===== config.mk =====
export PLATFORM = sky130hd
export DESIGN_NAME = cpuCore
export DESIGN_NICKNAME = d
export VERILOG_FILES = /design/src/rtl/isaPkg.sv /design/src/rtl/pipePkg.sv /design/src/rtl/regFile.sv /design/src/rtl/decodeUnit.sv /design/src/rtl/execUnit.sv /design/src/rtl/cpuCore.sv
export SDC_FILE = /design/constraint.sdc
export NUM_CORES = 1
export LEC_CHECK = 0
export BUFFER_PORTS_ARGS = -buffer_cell sky130_fd_sc_hd__clkbuf_2
export CELL_PAD_IN_SITES_DETAIL_PLACEMENT = 2
export CELL_PAD_IN_SITES_GLOBAL_PLACEMENT = 2
export CORE_MARGIN = 1.5
export CORE_UTILIZATION = 35
export CTS_CLUSTER_SIZE = 30
export DETAILED_ROUTE_END_ITERATION = 10
export GPL_TIMING_DRIVEN = 0
export PLACE_DENSITY_LB_ADDON = 0.15
export SKIP_CTS_REPAIR_TIMING = 1
export SLEW_MARGIN = 25
export SYNTH_ARGS = -nofsm -noshare
export SYNTH_HDL_FRONTEND = slang
export SYNTH_SLANG_ARGS = --single-unit

===== constraint.sdc =====
create_clock -name clk -period 6.3 [get_ports clk]
set_input_delay 0.945 -clock clk [delete_from_list [all_inputs] [get_ports clk]]
set_output_delay 0.945 -clock clk [all_outputs]
set_load 0.005 [all_outputs]

===== src/rtl/isaPkg.sv =====
`default_nettype none

package isaPkg;

    localparam int wordWidth = 16;

    typedef logic [wordWidth-1:0] wordT;
    typedef logic [1:0] regIdxT;

    typedef enum logic [3:0] {
        opBne   = 4'd0,
        opBeq   = 4'd1,
        opAdi   = 4'd4,
        opLwd   = 4'd7,
        opSwd   = 4'd8,
        opJmp   = 4'd9,
        opRtype = 4'd15
    } opcodeT;

    typedef enum logic [5:0] {
        fnAdd = 6'd0,
        fnSub = 6'd1,
        fnAnd = 6'd2,
        fnOrr = 6'd3,
        fnWwd = 6'd28,
        fnHlt = 6'd29
    } funcT;

    // instruction fields
    localparam int opcodeMsb = 15;
    localparam int opcodeLsb = 12;
    localparam int rsMsb     = 11;
    localparam int rsLsb     = 10;
    localparam int rtMsb     = 9;
    localparam int rtLsb     = 8;
    localparam int rdMsb     = 7;
    localparam int rdLsb     = 6;
    localparam int funcMsb   = 5;
    localparam int funcLsb   = 0;
    localparam int immMsb    = 7;   // sign bit of the 8-bit immediate
    localparam int immLsb    = 0;
    localparam int targetMsb = 11;
    localparam int targetLsb = 0;

    // bubble word, decoded as no write and no retire
    localparam wordT nopWord = {opAdi, 12'h000};

endpackage

`default_nettype wire


===== src/rtl/pipePkg.sv =====
`default_nettype none

package pipePkg;

    typedef enum logic [2:0] {
        aluAdd,
        aluSub,
        aluAnd,
        aluOr,
        aluPassA    // rs straight through, for WWD
    } aluOpT;

    // operand source in execute
    typedef enum logic [1:0] {
        fromReg,
        fromMem,
        fromWb
    } fwdSelT;

endpackage

`default_nettype wire


===== src/rtl/regFile.sv =====
`timescale 1ns/1ps
`default_nettype none

module regFile (
    input  logic           clk,
    input  logic           arstN,
    input  isaPkg::regIdxT rsIdx,
    input  isaPkg::regIdxT rtIdx,
    input  isaPkg::regIdxT wrIdx,
    input  isaPkg::wordT   wrData,
    input  logic           wrEn,
    output isaPkg::wordT   rsData,
    output isaPkg::wordT   rtData
);
    isaPkg::wordT regs [4];

    always_ff @(posedge clk or negedge arstN) begin
        if (!arstN) begin
            for (int i = 0; i < 4; i++) begin
                regs[i] <= '0;
            end
        end else if (wrEn) begin
            regs[wrIdx] <= wrData;
        end
    end

    // WB write seen by decode in the same cycle
    assign rsData = (wrEn && wrIdx == rsIdx) ? wrData : regs[rsIdx];
    assign rtData = (wrEn && wrIdx == rtIdx) ? wrData : regs[rtIdx];

endmodule

`default_nettype wire


===== src/rtl/decodeUnit.sv =====
`timescale 1ns/1ps
`default_nettype none

module decodeUnit (
    input  isaPkg::wordT   instr,
    input  isaPkg::wordT   pc,
    input  isaPkg::wordT   rsData,
    input  isaPkg::wordT   rtData,
    input  isaPkg::regIdxT exDest,
    input  logic           exRegWrite,
    input  logic           exMemRead,
    input  isaPkg::regIdxT memDest,
    input  logic           memRegWrite,
    output isaPkg::regIdxT rsIdx,
    output isaPkg::regIdxT rtIdx,
    output isaPkg::regIdxT dest,
    output isaPkg::wordT   imm,
    output pipePkg::aluOpT aluOp,
    output logic           aluSrcImm,
    output logic           memRead,
    output logic           memWrite,
    output logic           regWrite,
    output logic           isWwd,
    output logic           isHalt,
    output logic           retire,
    output logic           stall,
    output logic           pcRedirect,
    output isaPkg::wordT   redirectTarget
);
    isaPkg::opcodeT opcode;
    isaPkg::funcT   func;
    logic           isBubble;
    logic           usesRs;
    logic           usesRt;
    logic           isBranch;
    logic           isJump;
    logic           loadUse;
    logic           branchHazard;
    logic           taken;

    assign opcode   = isaPkg::opcodeT'(instr[isaPkg::opcodeMsb:isaPkg::opcodeLsb]);
    assign func     = isaPkg::funcT'(instr[isaPkg::funcMsb:isaPkg::funcLsb]);
    assign rsIdx    = instr[isaPkg::rsMsb:isaPkg::rsLsb];
    assign rtIdx    = instr[isaPkg::rtMsb:isaPkg::rtLsb];
    assign imm      = {{8{instr[isaPkg::immMsb]}}, instr[isaPkg::immMsb:isaPkg::immLsb]};
    assign isBubble = (instr == isaPkg::nopWord);
    assign retire   = !isBubble;

    always_comb begin
        aluOp     = pipePkg::aluAdd;
        aluSrcImm = 1'b0;
        memRead   = 1'b0;
        memWrite  = 1'b0;
        regWrite  = 1'b0;
        isWwd     = 1'b0;
        isHalt    = 1'b0;
        usesRs    = 1'b0;
        usesRt    = 1'b0;
        isBranch  = 1'b0;
        isJump    = 1'b0;
        dest      = rtIdx;
        case (opcode)
            isaPkg::opRtype: begin
                dest     = instr[isaPkg::rdMsb:isaPkg::rdLsb];
                usesRs   = 1'b1;
                usesRt   = 1'b1;
                regWrite = 1'b1;
                case (func)
                    isaPkg::fnAdd: aluOp = pipePkg::aluAdd;
                    isaPkg::fnSub: aluOp = pipePkg::aluSub;
                    isaPkg::fnAnd: aluOp = pipePkg::aluAnd;
                    isaPkg::fnOrr: aluOp = pipePkg::aluOr;
                    isaPkg::fnWwd: begin
                        aluOp    = pipePkg::aluPassA;
                        usesRt   = 1'b0;
                        regWrite = 1'b0;
                        isWwd    = 1'b1;
                    end
                    isaPkg::fnHlt: begin
                        usesRs   = 1'b0;
                        usesRt   = 1'b0;
                        regWrite = 1'b0;
                        isHalt   = 1'b1;
                    end
                    default: begin      // unsupported func, flows as a no-op
                        usesRs   = 1'b0;
                        usesRt   = 1'b0;
                        regWrite = 1'b0;
                    end
                endcase
            end
            isaPkg::opAdi: begin
                usesRs    = 1'b1;
                aluSrcImm = 1'b1;
                regWrite  = !isBubble;
            end
            isaPkg::opLwd: begin
                usesRs    = 1'b1;
                aluSrcImm = 1'b1;
                memRead   = 1'b1;
                regWrite  = 1'b1;
            end
            isaPkg::opSwd: begin
                usesRs    = 1'b1;
                usesRt    = 1'b1;   // store data
                aluSrcImm = 1'b1;
                memWrite  = 1'b1;
            end
            isaPkg::opBne, isaPkg::opBeq: begin
                usesRs   = 1'b1;
                usesRt   = 1'b1;
                isBranch = 1'b1;
            end
            isaPkg::opJmp: isJump = 1'b1;
            default: ;
        endcase
    end

    assign loadUse = exMemRead && ((usesRs && exDest == rsIdx) || (usesRt && exDest == rtIdx));
    // compare happens here, so any pending writer in EX or MEM must reach WB first
    assign branchHazard = isBranch
        && ((exRegWrite && (exDest == rsIdx || exDest == rtIdx))
        || (memRegWrite && (memDest == rsIdx || memDest == rtIdx)));
    assign stall = loadUse || branchHazard;

    assign taken      = (opcode == isaPkg::opBeq) ? (rsData == rtData) : (rsData != rtData);
    assign pcRedirect = !stall && (isJump || (isBranch && taken));
    assign redirectTarget = isJump
        ? {pc[isaPkg::wordWidth-1:isaPkg::targetMsb+1], instr[isaPkg::targetMsb:isaPkg::targetLsb]}
        : pc + 16'd1 + imm;

endmodule

`default_nettype wire


===== src/rtl/execUnit.sv =====
`timescale 1ns/1ps
`default_nettype none

module execUnit (
    input  isaPkg::wordT   rsVal,
    input  isaPkg::wordT   rtVal,
    input  isaPkg::wordT   imm,
    input  isaPkg::regIdxT rsIdx,
    input  isaPkg::regIdxT rtIdx,
    input  pipePkg::aluOpT aluOp,
    input  logic           aluSrcImm,
    input  isaPkg::regIdxT memDest,
    input  logic           memRegWrite,
    input  isaPkg::wordT   memResult,
    input  isaPkg::regIdxT wbDest,
    input  logic           wbRegWrite,
    input  isaPkg::wordT   wbData,
    output isaPkg::wordT   aluResult,
    output isaPkg::wordT   storeData
);
    pipePkg::fwdSelT rsSel;
    pipePkg::fwdSelT rtSel;
    isaPkg::wordT    opA;
    isaPkg::wordT    rtFwd;
    isaPkg::wordT    opB;

    // youngest writer first
    function automatic pipePkg::fwdSelT selectSource(isaPkg::regIdxT idx);
        if (memRegWrite && memDest == idx) return pipePkg::fromMem;
        else if (wbRegWrite && wbDest == idx) return pipePkg::fromWb;
        else return pipePkg::fromReg;
    endfunction

    function automatic isaPkg::wordT pickOperand(pipePkg::fwdSelT sel, isaPkg::wordT regVal);
        case (sel)
            pipePkg::fromMem: return memResult;
            pipePkg::fromWb:  return wbData;
            default:          return regVal;
        endcase
    endfunction

    always_comb begin
        rsSel = selectSource(rsIdx);
        rtSel = selectSource(rtIdx);
        opA   = pickOperand(rsSel, rsVal);
        rtFwd = pickOperand(rtSel, rtVal);
        opB   = aluSrcImm ? imm : rtFwd;   // imm select after forwarding
        case (aluOp)
            pipePkg::aluAdd:   aluResult = opA + opB;
            pipePkg::aluSub:   aluResult = opA - opB;
            pipePkg::aluAnd:   aluResult = opA & opB;
            pipePkg::aluOr:    aluResult = opA | opB;
            pipePkg::aluPassA: aluResult = opA;
            default:           aluResult = '0;
        endcase
    end

    assign storeData = rtFwd;

endmodule

`default_nettype wire


===== src/rtl/cpuCore.sv =====
`timescale 1ns/1ps
`default_nettype none

module cpuCore (
    input  logic         clk,
    input  logic         arstN,
    output isaPkg::wordT instAddr,
    input  isaPkg::wordT instData,
    output logic         dataRead,
    output logic         dataWrite,
    output isaPkg::wordT dataAddr,
    output isaPkg::wordT dataWdata,
    input  isaPkg::wordT dataRdata,
    output logic         wwdValid,
    output isaPkg::wordT wwdData,
    output isaPkg::wordT numInst,
    output logic         halted
);
    isaPkg::wordT   pc;
    logic           haltSeen;       // HLT left decode, fetch stays frozen
    logic           freezeFetch;
    isaPkg::wordT   ifIdInstr;
    isaPkg::wordT   ifIdPc;

    isaPkg::regIdxT decRsIdx;
    isaPkg::regIdxT decRtIdx;
    isaPkg::regIdxT decDest;
    isaPkg::wordT   decRsData;
    isaPkg::wordT   decRtData;
    isaPkg::wordT   decImm;
    isaPkg::wordT   decTarget;
    pipePkg::aluOpT decAluOp;
    logic           decAluSrcImm;
    logic           decMemRead;
    logic           decMemWrite;
    logic           decRegWrite;
    logic           decIsWwd;
    logic           decIsHalt;
    logic           decRetire;
    logic           decStall;
    logic           decRedirect;

    isaPkg::wordT   idExRsVal;
    isaPkg::wordT   idExRtVal;
    isaPkg::wordT   idExImm;
    isaPkg::regIdxT idExRsIdx;
    isaPkg::regIdxT idExRtIdx;
    isaPkg::regIdxT idExDest;
    pipePkg::aluOpT idExAluOp;
    logic           idExAluSrcImm;
    logic           idExMemRead;
    logic           idExMemWrite;
    logic           idExRegWrite;
    logic           idExIsWwd;
    logic           idExIsHalt;
    logic           idExRetire;

    isaPkg::wordT   exAluResult;
    isaPkg::wordT   exStoreData;
    isaPkg::wordT   exMemResult;
    isaPkg::wordT   exMemStoreData;
    isaPkg::regIdxT exMemDest;
    logic           exMemMemRead;
    logic           exMemMemWrite;
    logic           exMemRegWrite;
    logic           exMemIsWwd;
    logic           exMemIsHalt;
    logic           exMemRetire;

    isaPkg::wordT   memWbResult;
    isaPkg::wordT   memWbLoadData;
    isaPkg::regIdxT memWbDest;
    logic           memWbMemToReg;
    logic           memWbRegWrite;
    logic           memWbIsWwd;
    logic           memWbIsHalt;
    logic           memWbRetire;
    isaPkg::wordT   wbData;

    assign instAddr    = pc;
    assign freezeFetch = haltSeen || (decIsHalt && !decStall);

    // fetch and IF/ID, stall wins over redirect
    always_ff @(posedge clk or negedge arstN) begin
        if (!arstN) begin
            pc        <= '0;
            haltSeen  <= 1'b0;
            ifIdInstr <= isaPkg::nopWord;
            ifIdPc    <= '0;
        end else if (!decStall) begin
            if (decIsHalt) begin
                haltSeen <= 1'b1;
            end
            if (freezeFetch) begin
                ifIdInstr <= isaPkg::nopWord;
            end else if (decRedirect) begin
                pc        <= decTarget;
                ifIdInstr <= isaPkg::nopWord;   // flushed slot
            end else begin
                pc        <= pc + 16'd1;
                ifIdInstr <= instData;
                ifIdPc    <= pc;
            end
        end
    end

    regFile uRegFile (
        .clk    (clk),
        .arstN  (arstN),
        .rsIdx  (decRsIdx),
        .rtIdx  (decRtIdx),
        .wrIdx  (memWbDest),
        .wrData (wbData),
        .wrEn   (memWbRegWrite),
        .rsData (decRsData),
        .rtData (decRtData)
    );

    decodeUnit uDecode (
        .instr          (ifIdInstr),
        .pc             (ifIdPc),
        .rsData         (decRsData),
        .rtData         (decRtData),
        .exDest         (idExDest),
        .exRegWrite     (idExRegWrite),
        .exMemRead      (idExMemRead),
        .memDest        (exMemDest),
        .memRegWrite    (exMemRegWrite),
        .rsIdx          (decRsIdx),
        .rtIdx          (decRtIdx),
        .dest           (decDest),
        .imm            (decImm),
        .aluOp          (decAluOp),
        .aluSrcImm      (decAluSrcImm),
        .memRead        (decMemRead),
        .memWrite       (decMemWrite),
        .regWrite       (decRegWrite),
        .isWwd          (decIsWwd),
        .isHalt         (decIsHalt),
        .retire         (decRetire),
        .stall          (decStall),
        .pcRedirect     (decRedirect),
        .redirectTarget (decTarget)
    );

    // ID/EX, a stall leaves a bubble behind
    always_ff @(posedge clk or negedge arstN) begin
        if (!arstN) begin
            idExRsVal     <= '0;
            idExRtVal     <= '0;
            idExImm       <= '0;
            idExRsIdx     <= '0;
            idExRtIdx     <= '0;
            idExDest      <= '0;
            idExAluOp     <= pipePkg::aluAdd;
            idExAluSrcImm <= 1'b0;
            idExMemRead   <= 1'b0;
            idExMemWrite  <= 1'b0;
            idExRegWrite  <= 1'b0;
            idExIsWwd     <= 1'b0;
            idExIsHalt    <= 1'b0;
            idExRetire    <= 1'b0;
        end else begin
            idExRsVal     <= decRsData;
            idExRtVal     <= decRtData;
            idExImm       <= decImm;
            idExRsIdx     <= decRsIdx;
            idExRtIdx     <= decRtIdx;
            idExDest      <= decDest;
            idExAluOp     <= decAluOp;
            idExAluSrcImm <= decAluSrcImm;
            idExMemRead   <= decMemRead && !decStall;
            idExMemWrite  <= decMemWrite && !decStall;
            idExRegWrite  <= decRegWrite && !decStall;
            idExIsWwd     <= decIsWwd && !decStall;
            idExIsHalt    <= decIsHalt && !decStall;
            idExRetire    <= decRetire && !decStall;
        end
    end

    execUnit uExec (
        .rsVal       (idExRsVal),
        .rtVal       (idExRtVal),
        .imm         (idExImm),
        .rsIdx       (idExRsIdx),
        .rtIdx       (idExRtIdx),
        .aluOp       (idExAluOp),
        .aluSrcImm   (idExAluSrcImm),
        .memDest     (exMemDest),
        .memRegWrite (exMemRegWrite),
        .memResult   (exMemResult),
        .wbDest      (memWbDest),
        .wbRegWrite  (memWbRegWrite),
        .wbData      (wbData),
        .aluResult   (exAluResult),
        .storeData   (exStoreData)
    );

    always_ff @(posedge clk or negedge arstN) begin
        if (!arstN) begin
            exMemResult    <= '0;
            exMemStoreData <= '0;
            exMemDest      <= '0;
            exMemMemRead   <= 1'b0;
            exMemMemWrite  <= 1'b0;
            exMemRegWrite  <= 1'b0;
            exMemIsWwd     <= 1'b0;
            exMemIsHalt    <= 1'b0;
            exMemRetire    <= 1'b0;
        end else begin
            exMemResult    <= exAluResult;
            exMemStoreData <= exStoreData;
            exMemDest      <= idExDest;
            exMemMemRead   <= idExMemRead;
            exMemMemWrite  <= idExMemWrite;
            exMemRegWrite  <= idExRegWrite;
            exMemIsWwd     <= idExIsWwd;
            exMemIsHalt    <= idExIsHalt;
            exMemRetire    <= idExRetire;
        end
    end

    // data port, address comes from the ALU
    assign dataRead  = exMemMemRead;
    assign dataWrite = exMemMemWrite;
    assign dataAddr  = exMemResult;
    assign dataWdata = exMemStoreData;

    always_ff @(posedge clk or negedge arstN) begin
        if (!arstN) begin
            memWbResult   <= '0;
            memWbLoadData <= '0;
            memWbDest     <= '0;
            memWbMemToReg <= 1'b0;
            memWbRegWrite <= 1'b0;
            memWbIsWwd    <= 1'b0;
            memWbIsHalt   <= 1'b0;
            memWbRetire   <= 1'b0;
        end else begin
            memWbResult   <= exMemResult;
            memWbLoadData <= dataRdata;
            memWbDest     <= exMemDest;
            memWbMemToReg <= exMemMemRead;
            memWbRegWrite <= exMemRegWrite;
            memWbIsWwd    <= exMemIsWwd;
            memWbIsHalt   <= exMemIsHalt;
            memWbRetire   <= exMemRetire;
        end
    end

    assign wbData   = memWbMemToReg ? memWbLoadData : memWbResult;
    assign wwdValid = memWbIsWwd;
    assign wwdData  = memWbResult;   // rs value via PASSA

    // numInst and halted move on the same edge
    always_ff @(posedge clk or negedge arstN) begin
        if (!arstN) begin
            numInst <= '0;
            halted  <= 1'b0;
        end else begin
            if (memWbRetire) begin
                numInst <= numInst + 16'd1;
            end
            if (memWbIsHalt) begin
                halted <= 1'b1;
            end
        end
    end

endmodule

`default_nettype wire


==> out/metrics.yaml <==
seqPwrFrac_pct: 27.8
clock_insertion_delay_worst_skew_ns: 0.55
finish.net_count: 1650
synth_edf_count: 0
grt_pass1_wl_mm: 80.4
detailedRoute.firstPassIterationCount: 5
fillers: 4370
placementRows: 74
clockRootBuffer: "clkbuf_16"
layout.cells.most_common: "dfrtp_1"
share_comb_of_total_power_pct: 52.3
tritoncts: "done"
switching_share_pct: 43.6
crit_top_cell: "o21ai_0"
synthDominantCellAreaShare_pct: 45.8
yosysTopAreaCell: "dfrtp_1"
yosysWarningCount: 0
final_antenna_net_count: 0
num_cts_buffers: 34
timing.critical_path.to_type: "register"
area.sequential_mm2: 0.00663
tightest_slew_ns: 0.997
grt_pass1_vias: 13400
commonest_cells_after_routing_fill_and_taps_aside: "264 x dfrtp_1, 172 x nand2_1, 155 x o21ai_0"
netlist_instances: 1421
antenna-diode-count: 0
result_of_the_run: "finished clean"
gr-usage-all-layers_pct: 25.0
grt_setup_unrepaired: "no"
multiInputGateArea_mm2: 0.00730
p_int_w: 0.00604
number_of_vias_after_detailed_routing: 12000
wl_per_cell_um: 24.3
max_freq_mhz: 169
antenna_found_initial: 1
timing.final.crit_share_pct: 93.7
clkSlewWorstSetupHoldPaths_ns: 0.06
yosysSeqAreaShare_pct: 45.9
path_class: "reg -> reg"
crit_arrival_ns: 6.33
timing.critical_path.required_ns: 6.73
worstPathCellList: "buf_4 > xnor2_1 > clkbuf_1 > a31oi_1 > o31ai_1 > mux2i_1 > ha_1 > nor2_1 > xor2_1 > ha_1 > nor2b_1 > o21ai_0 > a21oi_1 > o21ai_0 > a21oi_1 > o21a_1 > o21ai_0 > a211oi_1 > or3_1 > a31o_2"
clock_sinks: 265
synth-seq-cells: 265
grt-ovfl-total: 0
die_width_um: 206
setup_total_negative_slack_ns: 0
core_area_mm2: 0.0407
synth.avg_cell_area_um2: 10.2
dp_slack_ns: 0.213
crit_fanout: 10
worst_hold_slack_ns: 0.346
die_area_mm2: 0.0425
finalWirelength_mm: 51.9
worst_path_max_delay_cell: "o31ai_1"
report.final.hold_viol_count: 0
initialDrtViolationCount: 551
io_pins: 118
io_buffers: 117
globalplace.congestion: 0.886
hold_class: "reg -> reg"
synthesis.area_mm2: 0.0144
cellLeakagePower_nw: 7.53
start_util_pct: 35.4
fin_worst_skew_ns: 0.0243
synthesis.nets: 1494
asyncSetResetFlopFracSynth_pct: 100
area_growth_pct: 18.2
post-route-min-period_ns: 5.90
ys_top_cells_by_area: "dfrtp_1 46%, o21ai_0 5.4%, mux4_2 5.0%"
dp_hpwl_mm: 39.1
crit_path_max_incr_delay_ns: 0.58
p_clk_share_pct: 19.9
cellPowerDensity_mw_per_mm2: 628
ctsHtreeMaxLevel: 2
placed_cell_area_mm2: 0.0158
die_height_um: 206
report.final.slew_viol_count: 0
clock_path_buffers: 3
synthDistinctLibCells: 84
maxSlewHeadroom_pct: 31.6
largest_net_degree_at_the_start_of_global_routing: 71
route.detailed.vias_per_inst: 5.64
netSwitchingPower_w: 0.00466
setup_slack_ns: 0.398
yosys_most_used_dff: "dfrtp_1"
drv_cap: 0
vdd_ir_drop_max_mv: 0.217
finalSetupViolCount: 0
final_routed_drc_violation_total: 0
final_cell_area_mm2: 0.0171
final_layout_size_suffix_gt1_share_pct: 18.8
worstSetupStartpointType: "register"
## final timing paths
path,from,slack (ns),cells after the start,endpoint
max in group asynchronous,arstN,4.71,3,ifIdInstr[14]
hold / removal,idExIsHalt,0.35,0,exMemIsHalt
setup / recovery,memWbDest[0],0.40,20,dataAddr[14]
hold reg to reg,idExIsHalt,0.35,0,exMemIsHalt
setup reg to reg,memWbDest[0],0.40,20,dataAddr[14]
min in group asynchronous,arstN,0.41,1,numInst[14]
## flip-flops by register name, indices dropped and copies added (netlist names), 3 cells and up
| name | cells |
|---|---|
| numInst | 16 |
| idExAluOp | 3 |
| wwdData | 16 |
| ifIdPc | 16 |
| idExImm | 8 |
| dataAddr | 16 |
| idExRsVal | 16 |
| memWbLoadData | 16 |
| ifIdInstr | 16 |
| instAddr | 16 |
| uRegFile.regs | 64 |
| idExRtVal | 16 |
| dataWdata | 16 |
## metrics by stage
step                utilization (%)  total power [W]  instances
CTS                            41.8           0.0108       2132
global route                   41.9           0.0115       2132
finish                         41.9           0.0107       2132
global placement               38.5          0.00832       2070
detailed placement             38.8          0.00857       2073
floorplan                         -          0.00662       1421
## metal layers
metal | track usage, % | vias to the layer above | part of all wire, %
met5 | 0 | - | 0
met2 | 45.2 | 209 | 51
li1 | - | 5478 | -
met1 | 31.0 | 6273 | 43
met4 | 6.65 | 0 | 2.4
met3 | 3.71 | 73 | 3.5
## area by class of cell
| cell class | count | share of cell area [%] |
|---|---|---|
| Buffer | 86 | 2.42 |
| Clock buffer | 44 | 5.62 |
| Clock inverter | 15 | 1.49 |
| Inverter | 44 | 0.968 |
| Multi-Input combinational cell | 1026 | 42.8 |
| Sequential cell | 265 | 38.9 |
| Tap cell | 532 | 3.90 |
| Timing Repair Buffer | 120 | 3.97 |
## critical path, delay by kind of cell, from the launching register on
family | cells | cell delay, ns
AOI/OAI and AO/OA | 10 | 2.55
xor gates and xnor gates | 2 | 0.67
adders and majority gates | 2 | 0.63
buffers and inverters | 2 | 0.60
DFF | 1 | 0.38
muxes | 1 | 0.29
and+or+nand+nor | 3 | 0.65
## synthesized netlist by cell type (8+ instances only)
master / number
dfrtp_1: 264
nand2_1: 172
o21ai_0: 156
nor2_1: 65
a21oi_1: 61
xnor2_1: 61
clkbuf_1: 56
inv_1: 43
ha_1: 37
xor2_1: 34
mux4_2: 32
mux2i_1: 30
nor3_1: 28
nand3_1: 26
nand4_1: 21
mux2_2: 20
a22oi_1: 19
buf_2: 18
o22ai_1: 17
a22o_1: 16
a31oi_1: 13
and3_1: 13
maj3_1: 13
a211oi_1: 10
nand2b_1: 10
and4_1: 9
o21a_1: 9
o21ai_1: 9
o31ai_1: 9
or3_1: 9
a21o_1: 8
## logic make-up (layout without fill, tap and decap cells)
logic type               count (synthesis)  after routing  share of synthesized area, %
XOR/XNOR                                95             95                          5.76
adder cells (fa/ha/maj)                 52             52                          4.39
AO/OA/AOI/OAI                          390            390                          17.0
buffers and inverters                  130            309                          4.00
AND/OR/NAND/NOR                        395            395                          13.1
multiplexers                            94             94                          9.75
flip-flops                             265            265                          45.9
## power by group through the flow
| stage | Combinational (W) | Clock (W) | Sequential (W) |
|---|---|---|---|
| detailed placement | 0.00557 | 0 | 0.00300 |
| floorplan | 0.00384 | 0 | 0.00279 |
| global placement | 0.00537 | 0 | 0.00295 |
| CTS | 0.00564 | 0.00219 | 0.00298 |
| finish | 0.00560 | 0.00213 | 0.00298 |
| global route | 0.00621 | 0.00225 | 0.00306 |
(Power assumes the default switching activity.)
